File: src/design/ui_pkg.sv
package ui_pkg;

    localparam int TOP_ENTRIES    = 2;
    localparam int LAST_ROW       = 4;
    localparam int ZOOM_STEPS     = 3;
    // accumulator increment at freq 0
    localparam int FREQ_BASE_STEP = 64;

    typedef logic [1:0]  sel2_t;
    typedef logic [2:0]  row_t;
    typedef logic [7:0]  sample_t;
    typedef logic [15:0] phase_t;

    typedef enum logic [1:0] {
        MODE_TOP    = 2'd0,
        MODE_SIGGEN = 2'd1,
        MODE_SCOPE  = 2'd2
    } menu_mode_t;

    // one-cycle release pulses
    typedef struct packed {
        logic left;
        logic right;
        logic up;
        logic down;
        logic confirm;
        logic quit;
    } key_evt_t;

    // row 4 is the start row
    typedef struct packed {
        row_t  row;
        sel2_t wave;
        sel2_t amp;
        sel2_t freq;
        sel2_t phase;
        logic  run;
    } siggen_cfg_t;

    typedef struct packed {
        sel2_t v_zoom;
        sel2_t h_zoom;
        logic  fft_on;
    } scope_cfg_t;

endpackage

File: src/design/key_debounce.sv
`timescale 1ns/1ps

module key_debounce #(
    parameter int DEBOUNCE_CYCLES = 1000
) (
    input  logic clk_50M,
    input  logic rst_n,
    input  logic key_raw,
    output logic release_pulse
);

    localparam int CNT_W = $clog2(DEBOUNCE_CYCLES + 1);

    logic [1:0]       sync;
    logic             key_level;
    logic [CNT_W-1:0] cnt;
    logic             flip;

    // raw key is active low and not related to clk_50M
    always_ff @(posedge clk_50M) begin
        if (!rst_n) begin
            sync <= 2'b11;
        end else begin
            sync <= {sync[0], key_raw};
        end
    end

    // last cycle of a stable difference
    assign flip = (sync[1] != key_level) && (cnt == CNT_W'(DEBOUNCE_CYCLES - 1));

    always_ff @(posedge clk_50M) begin
        if (!rst_n) begin
            key_level     <= 1'b1;
            cnt           <= '0;
            release_pulse <= 1'b0;
        end else begin
            release_pulse <= flip && sync[1];
            if (sync[1] == key_level || flip) begin
                cnt <= '0;
            end else begin
                cnt <= cnt + 1'b1;
            end
            if (flip) begin
                key_level <= sync[1];
            end
        end
    end

endmodule

File: src/design/menu_ctrl.sv
`timescale 1ns/1ps

module menu_ctrl (
    input  logic               clk_50M,
    input  logic               rst_n,
    input  ui_pkg::key_evt_t   evt,
    output ui_pkg::menu_mode_t mode,
    output ui_pkg::sel2_t      cursor
);

    import ui_pkg::*;

    localparam sel2_t LAST_ENTRY = sel2_t'(TOP_ENTRIES - 1);

    always_ff @(posedge clk_50M) begin
        if (!rst_n) begin
            mode   <= MODE_TOP;
            cursor <= '0;
        end else begin
            case (mode)
                MODE_TOP: begin
                    if (evt.confirm) begin
                        // cursor position picks the sub-mode
                        case (cursor)
                            2'd0: mode <= MODE_SIGGEN;
                            2'd1: mode <= MODE_SCOPE;
                            default: mode <= MODE_TOP;
                        endcase
                    end else if (evt.left) begin
                        if (cursor == '0) begin
                            cursor <= LAST_ENTRY;
                        end else begin
                            cursor <= cursor - 1'b1;
                        end
                    end else if (evt.right) begin
                        if (cursor == LAST_ENTRY) begin
                            cursor <= '0;
                        end else begin
                            cursor <= cursor + 1'b1;
                        end
                    end
                end
                MODE_SIGGEN, MODE_SCOPE: begin
                    if (evt.quit) begin
                        mode   <= MODE_TOP;
                        cursor <= '0;
                    end
                end
                default: begin
                    mode   <= MODE_TOP;
                    cursor <= '0;
                end
            endcase
        end
    end

endmodule

File: src/design/scope_panel.sv
`timescale 1ns/1ps

module scope_panel (
    input  logic               clk_50M,
    input  logic               rst_n,
    input  ui_pkg::key_evt_t   evt,
    input  ui_pkg::menu_mode_t mode,
    output ui_pkg::scope_cfg_t cfg
);

    import ui_pkg::*;

    localparam sel2_t ZOOM_MAX = sel2_t'(ZOOM_STEPS - 1);

    function automatic sel2_t zoom_inc(sel2_t z);
        return (z == ZOOM_MAX) ? '0 : z + 1'b1;
    endfunction

    function automatic sel2_t zoom_dec(sel2_t z);
        return (z == '0) ? ZOOM_MAX : z - 1'b1;
    endfunction

    always_ff @(posedge clk_50M) begin
        if (!rst_n || mode != MODE_SCOPE) begin
            cfg <= '0;
        end else if (evt.confirm || cfg.fft_on) begin
            // spectrum view holds both zooms at 0
            cfg.fft_on <= 1'b1;
            cfg.v_zoom <= '0;
            cfg.h_zoom <= '0;
        end else begin
            if (evt.up) begin
                cfg.v_zoom <= zoom_inc(cfg.v_zoom);
            end else if (evt.down) begin
                cfg.v_zoom <= zoom_dec(cfg.v_zoom);
            end
            if (evt.left) begin
                cfg.h_zoom <= zoom_dec(cfg.h_zoom);
            end else if (evt.right) begin
                cfg.h_zoom <= zoom_inc(cfg.h_zoom);
            end
        end
    end

endmodule

File: src/design/siggen_panel.sv
`timescale 1ns/1ps

module siggen_panel (
    input  logic                clk_50M,
    input  logic                rst_n,
    input  ui_pkg::key_evt_t    evt,
    input  ui_pkg::menu_mode_t  mode,
    output ui_pkg::siggen_cfg_t cfg
);

    import ui_pkg::*;

    localparam row_t START_ROW = row_t'(LAST_ROW);

    // left decrements and right increments, wrapping over 0..3
    function automatic sel2_t step_sel(sel2_t v, key_evt_t e);
        if (e.left) begin
            return v - 1'b1;
        end else if (e.right) begin
            return v + 1'b1;
        end
        return v;
    endfunction

    always_ff @(posedge clk_50M) begin
        if (!rst_n || mode != MODE_SIGGEN) begin
            cfg <= '0;
        end else begin
            // up moves toward row 0
            if (evt.up) begin
                if (cfg.row == '0) begin
                    cfg.row <= START_ROW;
                end else begin
                    cfg.row <= cfg.row - 1'b1;
                end
            end else if (evt.down) begin
                if (cfg.row == START_ROW) begin
                    cfg.row <= '0;
                end else begin
                    cfg.row <= cfg.row + 1'b1;
                end
            end

            case (cfg.row)
                3'd0: cfg.wave <= step_sel(cfg.wave, evt);
                3'd1: cfg.amp <= step_sel(cfg.amp, evt);
                3'd2: cfg.freq <= step_sel(cfg.freq, evt);
                3'd3: cfg.phase <= step_sel(cfg.phase, evt);
                default: begin
                    // start row, run stays set until the mode is left
                    if (evt.confirm) begin
                        cfg.run <= 1'b1;
                    end
                end
            endcase
        end
    end

endmodule

File: src/design/ui_top.sv
`timescale 1ns/1ps

module ui_top #(
    parameter int DEBOUNCE_CYCLES = 1000
) (
    input  logic                clk_50M,
    input  logic                rst_n,
    // active low, bit 0 left up to bit 5 quit
    input  logic [5:0]          key_in,
    output ui_pkg::menu_mode_t  mode,
    output ui_pkg::sel2_t       cursor,
    output ui_pkg::siggen_cfg_t siggen_cfg,
    output ui_pkg::scope_cfg_t  scope_cfg,
    output ui_pkg::sample_t     da_data
);

    import ui_pkg::*;

    logic [5:0] rel;
    key_evt_t   evt;

    for (genvar i = 0; i < 6; i++) begin : g_key
        key_debounce #(
            .DEBOUNCE_CYCLES(DEBOUNCE_CYCLES)
        ) u_key (
            .clk_50M      (clk_50M),
            .rst_n        (rst_n),
            .key_raw      (key_in[i]),
            .release_pulse(rel[i])
        );
    end

    assign evt = '{
        left:    rel[0],
        right:   rel[1],
        up:      rel[2],
        down:    rel[3],
        confirm: rel[4],
        quit:    rel[5]
    };

    menu_ctrl u_menu (.clk_50M(clk_50M), .rst_n(rst_n), .evt(evt), .mode(mode), .cursor(cursor));

    // both panels run side by side
    siggen_panel u_siggen (.clk_50M(clk_50M), .rst_n(rst_n), .evt(evt), .mode(mode),
                           .cfg(siggen_cfg));

    scope_panel u_scope (.clk_50M(clk_50M), .rst_n(rst_n), .evt(evt), .mode(mode),
                         .cfg(scope_cfg));

    wave_dds u_dds (.clk_50M(clk_50M), .rst_n(rst_n), .cfg(siggen_cfg), .sample(da_data));

endmodule

File: src/design/wave_dds.sv
`timescale 1ns/1ps

module wave_dds (
    input  logic                clk_50M,
    input  logic                rst_n,
    input  ui_pkg::siggen_cfg_t cfg,
    output ui_pkg::sample_t     sample
);

    import ui_pkg::*;

    logic    active;
    phase_t  acc;
    phase_t  step;
    phase_t  ph_off;
    sample_t top_byte;
    sample_t shaped;

    assign step = phase_t'(FREQ_BASE_STEP) << cfg.freq;

    // one phase step is a quarter turn
    assign ph_off   = acc + {cfg.phase, 14'd0};
    assign top_byte = ph_off[15:8];

    always_comb begin
        case (cfg.wave)
            2'd0: shaped = top_byte;
            2'd1: shaped = ~top_byte;
            // fold the second half back down
            2'd2: shaped = top_byte[7] ? ~{top_byte[6:0], 1'b0} : {top_byte[6:0], 1'b0};
            default: shaped = {8{top_byte[7]}};
        endcase
    end

    // accumulator starts one cycle after run rises
    always_ff @(posedge clk_50M) begin
        if (!rst_n || !cfg.run) begin
            active <= 1'b0;
            acc    <= '0;
            sample <= '0;
        end else begin
            active <= 1'b1;
            if (active) begin
                acc    <= acc + step;
                sample <= shaped >> cfg.amp;
            end
        end
    end

endmodule

File: config.mk
export PLATFORM = sky130hd
export DESIGN_NAME = ui_top
export DESIGN_NICKNAME = d
export VERILOG_FILES = /design/src/design/ui_pkg.sv /design/src/design/key_debounce.sv /design/src/design/menu_ctrl.sv /design/src/design/scope_panel.sv /design/src/design/siggen_panel.sv /design/src/design/ui_top.sv /design/src/design/wave_dds.sv
export SDC_FILE = /design/constraint.sdc
export NUM_CORES = 1
export LEC_CHECK = 0
export BUFFER_PORTS_ARGS = -buffer_cell sky130_fd_sc_hd__buf_4
export CAP_MARGIN = 10
export CORE_MARGIN = 8
export CORE_UTILIZATION = 30
export CTS_BUF_LIST = sky130_fd_sc_hd__clkbuf_4
export CTS_CLUSTER_SIZE = 12
export DETAILED_ROUTE_END_ITERATION = 6
export SLEW_MARGIN = 40
export SYNTH_ARGS = -nofsm -noshare
export SYNTH_HDL_FRONTEND = slang
export SYNTH_HIERARCHICAL = 1
export SYNTH_SLANG_ARGS = --single-unit
File: constraint.sdc
create_clock -name clk_50M -period 1.9 [get_ports clk_50M]
set_input_delay 0.285 -clock clk_50M [delete_from_list [all_inputs] [get_ports clk_50M]]
set_output_delay 0.285 -clock clk_50M [all_outputs]
set_load 0.1 [all_outputs]
==> results of run 1 <==
-- worst register-to-register path, stage by stage, from the launching register on --
cell and delay (ns):
dfxtp_2 0.35, xor3_4 0.55, buf_12 0.18, a21boi_2 0.13
buf_4 0.15, o211ai_1 0.08, a32oi_1 0.21, a21oi_1 0.09
-- final timing paths --
path,end,slack [ns],depth (start not counted)
min,g_key[3].u_key/key_level,0.08,2
min reg2reg,g_key[4].u_key/sync[1],0.43,1
max reg2reg,u_dds/sample[0],0.06,7
max,u_dds/sample[0],0.06,7
-- logic make-up (layout without fill, tap and decap cells) --
| group | count (synthesis) | after routing | synth area share |
|---|---|---|---|
| other cells | 0 | 1 | 0 |
| mux | 12 | 12 | 0.01953 |
| simple gates | 274 | 274 | 0.2758 |
| xor+xnor | 44 | 44 | 0.06374 |
| flops | 124 | 124 | 0.3915 |
| compound gates | 147 | 147 | 0.1596 |
| fa+ha+maj | 25 | 25 | 0.05051 |
| buf+inv | 50 | 142 | 0.03926 |
-- sequential cells by signal, summed over array words and instances, names as in the netlist --
register	cells
g_key.u_key/sync	12
u_dds/acc	10
u_menu/cursor	2
g_key.u_key/release_pulse	6
g_key.u_key/key_level	6
u_menu/mode	2
g_key.u_key/cnt	60
u_dds/sample	8
u_siggen/cfg	12
u_dds/active	1
u_scope/cfg	5
-- cells in the final DEF, fill, tap and decap left out, types with 20 or more instances in the layout --
| master | Yosys | final |
|---|---|---|
| dfxtp_1 | 124 | 111 |
| buf_4 | 0 | 71 |
| nand2_1 | 57 | 56 |
| o21ai_0 | 42 | 40 |
| a211oi_1 | 33 | 33 |
| inv_1 | 31 | 30 |
| or3_1 | 29 | 29 |
| xor2_1 | 28 | 28 |
| nor3_1 | 31 | 28 |
| nand2b_1 | 22 | 21 |
| ha_1 | 24 | 21 |
| nor2_1 | 21 | 20 |
-- routing by layer --
metal,up-vias,track usage,share of wire
li1,2669,-,-
met1,2327,0.1355,0.50
met2,62,0.1572,0.44
met3,13,0.03461,0.044
met4,0,0.03451,0.015
met5,-,0,0
-- Yosys cell counts (all sizes together), types with 12 or more instances --
cell,count,area (um2)
inv,31,116.4
ha,24,300.3
or4,15,113.9
or3,30,188.9
nand2,57,214.0
o21ai,42,210.2
a211oi,34,260.3
nand3,23,145.1
xnor2,15,131.4
xor2,28,245.2
o211ai,19,177.7
a21oi,21,105.1
buf,12,106.3
dfxtp,124,2482
nor2,22,85.09
nand2b,26,192.7
nand4,13,81.33
nor3,31,155.2
-- final cells by class --
class / instances / area, um2 / share of cell area
Multi-Input combinational cell: 502 / 3730 / 0.4853
Sequential cell: 124 / 2511 / 0.3268
Timing Repair Buffer: 79 / 638.1 / 0.08303
Tap cell: 275 / 344.1 / 0.04477
Clock inverter: 14 / 207.7 / 0.02703
Clock buffer: 18 / 135.1 / 0.01758
Inverter: 31 / 116.4 / 0.01514
Antenna cell: 1 / 2.502 / 0.0003256
-- metrics by stage --
| stage | hold slack, ns | cells | instance area (um2) |
|---|---|---|---|
| 6_report | 0.07747 | 1044 | 7685 |
| 5_1_grt | 0.03794 | 1044 | 7685 |
| 4_1_cts | 0.02623 | 1038 | 7591 |
| 3_5_place_dp | 0.3917 | 997 | 7144 |
| 3_3_place_gp | 0.3885 | 997 | 7144 |
| 2_1_floorplan | 0.3496 | 676 | 6432 |
-- repair_timing --
action,CTS,global route
hold buffers,6,0
cloned,0,1
resized for setup,5,8
setup buffers,3,4
endpoints found under the hold margin,6,0
pin swaps,4,13
setup endpoints to repair,5,9
-- where the power goes --
group          total (mW)  internal [mW]  switching (mW)
registers            2.63           2.61          0.0156
logic               0.137         0.0556          0.0817
clock network        2.19           1.09            1.10
total                4.95           3.76            1.19
==> results.json, run 1 <==
{
  "status": "complete, no violations",
  "dieWidth_um": 161.4,
  "place_ws_ns": -0.02184,
  "ios": 37,
  "port_buffers": 36,
  "via_count": 5071,
  "rsz0062_at_grt": "true",
  "cpLargestDelayFamily": "XOR/XNOR gates",
  "leakage_nw": 2.631,
  "total_power_mw": 4.954,
  "cts_tree": "built",
  "antenna_found_initial": 1,
  "h-tree-depth": 4,
  "overflow": 0,
  "powerDensity_nw_per_um2": 644.7,
  "grt_pass1_vias": 4654,
  "ant_nets": 0,
  "cp_slowest_cell": "xor3_4",
  "finalCritPeriodShare": 0.9689,
  "drtPass1Iterations": 4,
  "areaGrowthSynthToFinish_pct": 21.19,
  "post-route-drc-count": 0,
  "crit_arrival_ns": 2.26,
  "netlist_area_um2": 6341,
  "final.setup_skew_ns": 0.02248,
  "yosys_warnings": 6,
  "finalMaxSlewViolations": 0,
  "cts_made_buffers": 17,
  "syn_inst": 676,
  "crit_start": "u_dds/acc[15]",
  "grt_max_degree": 25,
  "worstSetupPathType": "reg2reg",
  "final.setup.worst_slack_ns": 0.05900,
  "start_util": 0.3036,
  "cts_buffer_depth": 2,
  "fillers": 2100,
  "yosysSeqAreaShare": 0.3915,
  "utilization": 0.3679,
  "drive_gt1_frac": 0.2305,
  "routed_wl_um": 13440,
  "tns_ns": 0,
  "maxCapViolCount": 0,
  "tightest_slew_ns": 0.5505,
  "fin_nets": 788,
  "drtIter0Drc": 234,
  "slowest_delay_ns": 0.55,
  "chipHeight_um": 161.4,
  "hold_violations": 0,
  "cp_max_fo": 8,
  "synth-async-reset-ratio": 0,
  "setup_viol": 0,
  "irDropWorstVdd_uv": 664.1,
  "root_buffer": "clkbuf_4",
  "syn-num-nets": 709,
  "synth-edff-count": 0,
  "clock-sinks": 124,
  "clkLatencyLatePin_ns": 0.53,
  "rows": 53,
  "via_per_inst": 4.857,
  "grt_usage": 0.1036,
  "holdCritStartpoint": "rst_n",
  "fin_crit_ns": 1.841,
  "clk_pin_slew_ns": 0.13,
  "core_um2": 20890,
  "critPathLaunchType": "flop",
  "ys_ff_latch": 124,
  "yosys.cell_types.count": 67,
  "timing.critical_path.buf_inv": 2,
  "relSlewSlack": 0.6325,
  "end_kind": "flop",
  "hp-class": "in2reg",
  "gp_congestion": 0.7691,
  "grt_pass1_wl_um": 22550,
  "r2r-start": "u_dds/acc[15]",
  "ys.flop_type": "dfxtp_1",
  "fmax_mhz": 543.2,
  "dp_hpwl_um": 9530,
  "die_area_um2": 26050,
  "post_drt_wl_per_cell_um": 12.88,
  "crit_required_ns": 2.32,
  "avgSynthCellArea_um2": 9.380,
  "cp_cell_sequence": "xor3_4 > buf_12 > a21boi_2 > buf_4 > o211ai_1 > a32oi_1 > a21oi_1"
}
No activity file was read; power rests on OpenSTA's default activity.
==> inputs of run 2 (changes only) <==
--- a/config.mk
+++ b/config.mk
@@ -9,7 +9,7 @@
 export CAP_MARGIN = 10
 export CORE_MARGIN = 8
 export CORE_UTILIZATION = 30
-export CTS_BUF_LIST = sky130_fd_sc_hd__clkbuf_4
+export CTS_BUF_LIST = sky130_fd_sc_hd__clkbuf_16
 export CTS_CLUSTER_SIZE = 12
 export DETAILED_ROUTE_END_ITERATION = 6
 export SLEW_MARGIN = 40
==> run 2 against run 1 <==
Against the previous run: clock skew down 0.012 ns; non-clock buffer count fell by 5; critical path depth down 1; final area grew 3.4%; count of clock-buffer cells in the layout decreased by 1; first-iteration DRC count is 2.1% lower; global-route usage is 0.065 points higher; combinational power is 7% lower.
==> results.json, run 2 (synthesized netlist as in run 1, its figures left out) <==
{
  "status": "complete, no violations",
  "final-seq-area_um2": 2512,
  "worstSetupPathType": "reg2reg",
  "via_per_inst": 4.893,
  "finalInstanceArea_um2": 7943,
  "ios": 37,
  "setup_viol": 0,
  "h-tree-depth": 4,
  "overflow": 0,
  "total_power_mw": 6.235,
  "top_usage_layer": "met2",
  "top_register": "g_key.u_key/cnt",
  "clock-sinks": 124,
  "holdCritStartpoint": "key_in[3]",
  "critPathLaunchType": "flop",
  "rsz0062_at_grt": "true",
  "grt_pass1_wl_um": 22590,
  "dieWidth_um": 161.4,
  "grt_max_degree": 25,
  "clk_pin_slew_ns": 0.06,
  "fin_crit_ns": 1.829,
  "end_kind": "flop",
  "leakage_nw": 2.744,
  "relSlewSlack": 0.6427,
  "grt_pass1_vias": 4632,
  "use_met1": 0.1358,
  "crit_start": "u_dds/acc[15]",
  "cts_made_buffers": 17,
  "top_regs": "g_key.u_key/cnt: 60 flops, g_key.u_key/sync: 12 flops, u_siggen/cfg: 12 flops",
  "crit_required_ns": 2.23,
  "fin_nets": 783,
  "port_buffers": 36,
  "final_cell_mix": "110 x dfxtp_1, 71 x buf_4, 56 x nand2_1",
  "drtPass1Iterations": 5,
  "antenna_found_initial": 0,
  "cts_buffer_depth": 2,
  "largest_reg_flops": 60,
  "final_cells": 1038,
  "routed_wl_um": 13550,
  "gp_congestion": 0.7691,
  "maxCapViolCount": 0,
  "dp_hpwl_um": 9530,
  "finalMaxSlewViolations": 0,
  "dp.cells": 997,
  "ant_nets": 0,
  "slowest_delay_ns": 0.55,
  "rows": 53,
  "grt.met3_usage": 0.03105,
  "powerDensity_nw_per_um2": 785.0,
  "tightest_slew_ns": 0.5353,
  "post_dp_cell_area_um2": 7144,
  "irDropWorstVdd_uv": 596.6,
  "areaGrowthSynthToFinish_pct": 25.26,
  "cp_cell_sequence": "xor3_4 > buf_12 > xnor2_2 > o211ai_1 > o21ai_2 > a311oi_1",
  "post_drt_wl_per_cell_um": 13.05,
  "final_common_cell": "dfxtp_1",
  "crit_arrival_ns": 2.15,
  "hp-class": "in2reg",
  "die_area_um2": 26050,
  "chipHeight_um": 161.4,
  "cts_tree": "built",
  "fmax_mhz": 546.6,
  "drtIter0Drc": 229,
  "grt.met2_usage": 0.1583,
  "cp_slowest_cell": "xor3_4",
  "root_buffer": "clkbuf_16",
  "final.setup_skew_ns": 0.01095,
  "core_um2": 20890,
  "multi_input_area_um2": 3744,
  "diodes": 0,
  "finalCritPeriodShare": 0.9628,
  "hold_buffers": 0,
  "grt_usage": 0.1042,
  "clkLatencyLatePin_ns": 0.42,
  "utilization": 0.3802,
  "post-route-drc-count": 0,
  "start_util": 0.3036,
  "via_count": 5079,
  "drive_gt1_frac": 0.2359,
  "fillers": 2065,
  "cp_max_fo": 8,
  "r2r-start": "u_dds/acc[15]",
  "hold_violations": 0
}
[run 2: final timing paths]
| kind | endpoint | slack [ns] | cells past startpoint |
|---|---|---|---|
| max | u_dds/sample[3] | 0.07 | 6 |
| min | g_key[3].u_key/sync[0] | 0.04 | 2 |
| max reg2reg | u_dds/sample[3] | 0.07 | 6 |
| min reg2reg | g_key[2].u_key/sync[1] | 0.41 | 1 |
[run 2: repair_timing]
action | CTS | global route
setup buffers | 1 | 7
gates resized for setup | 3 | 14
pin swaps | 4 | 14
endpoints found under the setup margin | 5 | 10
cloned | 0 | 1
[run 2: stage by stage]
stage / hold WS [ns] / TNS (ns) / setup slack (ns)
floorplan: 0.3496 / -0.6120 / -0.2319
global placement: 0.3885 / 0 / 0.004556
detailed placement: 0.3917 / -0.03618 / -0.02184
CTS: 0.02824 / -0.02065 / -0.02065
global route: 0.03310 / -0.06303 / -0.02668
finish: 0.04173 / 0 / 0.07059
[run 2: power by group]
group	switching (mW)	leakage [nW]	internal, mW
Sequential	0.0159	1.01	2.61
Combinational	0.0806	1.42	0.0476
Clock	1.26	0.310	2.22
[run 2: cell type report]
type,count,share of cell area
clock inverter,15,0.02662
clock buffer,17,0.05356
multi-input combinational,502,0.4713
sequential,124,0.3163
timing repair buffer,74,0.07420
inverter,31,0.01465
tap,275,0.04332
[run 2: worst max-delay path, delay by kind of cell, from the launching register on]
kind,cells,cell delay (ns)
XOR/XNOR,2,0.68
AO/OA/AOI/OAI,3,0.56
flip-flops,1,0.33
buffers and inverters,1,0.18
[run 2: layer usage]
metal,wire length [um],up-vias
li1,-,2663
met1,6829,2353
met2,6065,54
met3,488,9
met4,165,0
met5,0,-
==> inputs of run 3 (changes only) <==
--- a/config.mk
+++ b/config.mk
@@ -7,7 +7,7 @@
 export LEC_CHECK = 0
 export BUFFER_PORTS_ARGS = -buffer_cell sky130_fd_sc_hd__buf_4
 export CAP_MARGIN = 10
-export CORE_MARGIN = 8
+export CORE_MARGIN = 4
 export CORE_UTILIZATION = 30
 export CTS_BUF_LIST = sky130_fd_sc_hd__clkbuf_16
 export CTS_CLUSTER_SIZE = 12
==> run 3 against run 2 <==
Against the previous run: die area is 9.7% lower; power is 6.7% lower; clock skew is 0.0010 ns lower; register-to-register slack worse by 0.098 ns; count of clock-buffer cells in the layout is 1 higher; routed wire length is 0.15% higher; the flow now finishes with violations (negative setup slack); highest routed layer unchanged.
==> results.json, run 3 (synthesized netlist as in run 1, its figures left out) <==
{
  "dp_hpwl_um": 9397,
  "post_drt_wl_per_cell_um": 13.11,
  "cp_max_fo": 5,
  "dp.cells": 993,
  "p_sw_mw": 1.284,
  "rsz0062_at_grt": "true",
  "powerDensity_nw_per_um2": 737.3,
  "h-tree-depth": 4,
  "p_sw_frac": 0.2208,
  "port_buffers": 36,
  "final.setup.worst_slack_ns": -0.02787,
  "p_clk_frac": 0.526,
  "tns_ns": -0.02787,
  "hp-class": "in2reg",
  "drtPass1Iterations": 4,
  "ios": 37,
  "fin_nets": 786,
  "p_int_mw": 4.531,
  "areaGrowthSynthToFinish_pct": 24.37,
  "largest_reg_flops": 60,
  "setup_viol": 1,
  "top_regs": "g_key.u_key/cnt: 60 flops, g_key.u_key/sync: 12 flops, u_siggen/cfg: 12 flops",
  "rows": 52,
  "hold_violations": 0,
  "p_seq_frac": 0.452,
  "chipHeight_um": 153.4,
  "relSlewSlack": 0.6541,
  "slowest_delay_ns": 0.54,
  "maxCapViolCount": 0,
  "finalCritPeriodShare": 1.015,
  "ant_nets": 0,
  "finalMaxSlewViolations": 0,
  "worstSetupPathType": "reg2reg",
  "final.setup_skew_ns": 0.009912,
  "cp_cell_sequence": "xor3_4 > buf_12 > buf_6 > a21boi_2 > buf_4 > o211ai_1 > a32oi_1 > a21oi_1",
  "status": "finished with violations",
  "cpLargestDelayFamily": "XOR/XNOR gates",
  "post-route-drc-count": 0,
  "via_per_inst": 4.949,
  "antenna_found_initial": 0,
  "timing.critical_path.buf_inv": 3,
  "total_power_mw": 5.815,
  "clkLatencyLatePin_ns": 0.41,
  "top_register": "g_key.u_key/cnt",
  "utilization": 0.3848,
  "tightest_slew_ns": 0.5181,
  "core_um2": 20490,
  "leakage_nw": 2.742,
  "via_count": 5122,
  "fin_crit_ns": 1.928,
  "routed_wl_um": 13570,
  "grt_pass1_wl_um": 22830,
  "end_kind": "flop",
  "final_common_cell": "dfxtp_1",
  "clk_pin_slew_ns": 0.06,
  "cts_buffer_depth": 2,
  "overflow": 0,
  "start_util": 0.3094,
  "critPathLaunchType": "flop",
  "diodes": 0,
  "grt_max_degree": 29,
  "root_buffer": "clkbuf_16",
  "grt_pass1_vias": 4788,
  "final_cell_mix": "110 x dfxtp_1, 72 x buf_4, 56 x nand2_1",
  "post_dp_cell_area_um2": 7146,
  "final_cells": 1035,
  "clock-sinks": 124,
  "p_comb_frac": 0.022,
  "drtIter0Drc": 235,
  "fillers": 2090,
  "place_ws_ns": -0.04413,
  "dieWidth_um": 153.4,
  "die_area_um2": 23530,
  "finalInstanceArea_um2": 7886,
  "cts_tree": "built",
  "irDropWorstVdd_uv": 667.1,
  "fmax_mhz": 518.7,
  "grt_usage": 0.1159,
  "crit_required_ns": 2.20,
  "drive_gt1_frac": 0.2379,
  "cp_slowest_cell": "xor3_4",
  "fin_hold_ws_ns": 0.05291,
  "gp_congestion": 0.7849,
  "cts_made_buffers": 17,
  "crit_arrival_ns": 2.23,
  "violations": "negative setup slack"
}
run 3: power groups by stage:
stage	registers, mW	logic, mW	clock network (mW)
final	2.63	0.128	3.06
after global routing	2.63	0.140	3.27
after CTS	2.63	0.129	3.16
after detailed placement	2.68	0.129	0
after global placement	2.68	0.127	0
after floorplan	2.70	0.0621	0
run 3: final timing paths:
| check | start | endpoint | slack, ns | depth (start not counted) |
|---|---|---|---|---|
| min reg2reg | g_key[2].u_key/sync[0] | g_key[2].u_key/sync[1] | 0.40 | 1 |
| max | u_dds/acc[15] | u_dds/sample[0] | -0.03 | 8 |
| min | key_in[1] | g_key[1].u_key/sync[0] | 0.05 | 2 |
| max reg2reg | u_dds/acc[15] | u_dds/sample[0] | -0.03 | 8 |
run 3: layout make-up:
cell class / instances / area [um2] / share of cell area
clock inverter: 13 / 116.4 / 0.01475
multi-input combinational: 502 / 3739 / 0.4741
sequential: 124 / 2512 / 0.3186
inverter: 31 / 116.4 / 0.01475
clock buffer: 18 / 450.4 / 0.05712
tap: 270 / 337.8 / 0.04284
timing repair buffer: 77 / 614.3 / 0.07790
run 3: repair_timing:
action                                  4_1_cts  5_1_grt
buffers inserted                              3        8
endpoints found under the setup margin        3       12
gates resized for setup                       6       18
gates cloned                                  0        0
pin swaps                                     7       25
hold buffers                                  0        0
hold endpoints to repair                      0        0
run 3: routing by layer:
layer,GRT usage,vias up,share of wire
li1,-,2656,-
met5,0,-,0
met3,0.03902,9,0.045
met1,0.1473,2386,0.48
met2,0.1857,71,0.47
met4,0.03785,0,0.012
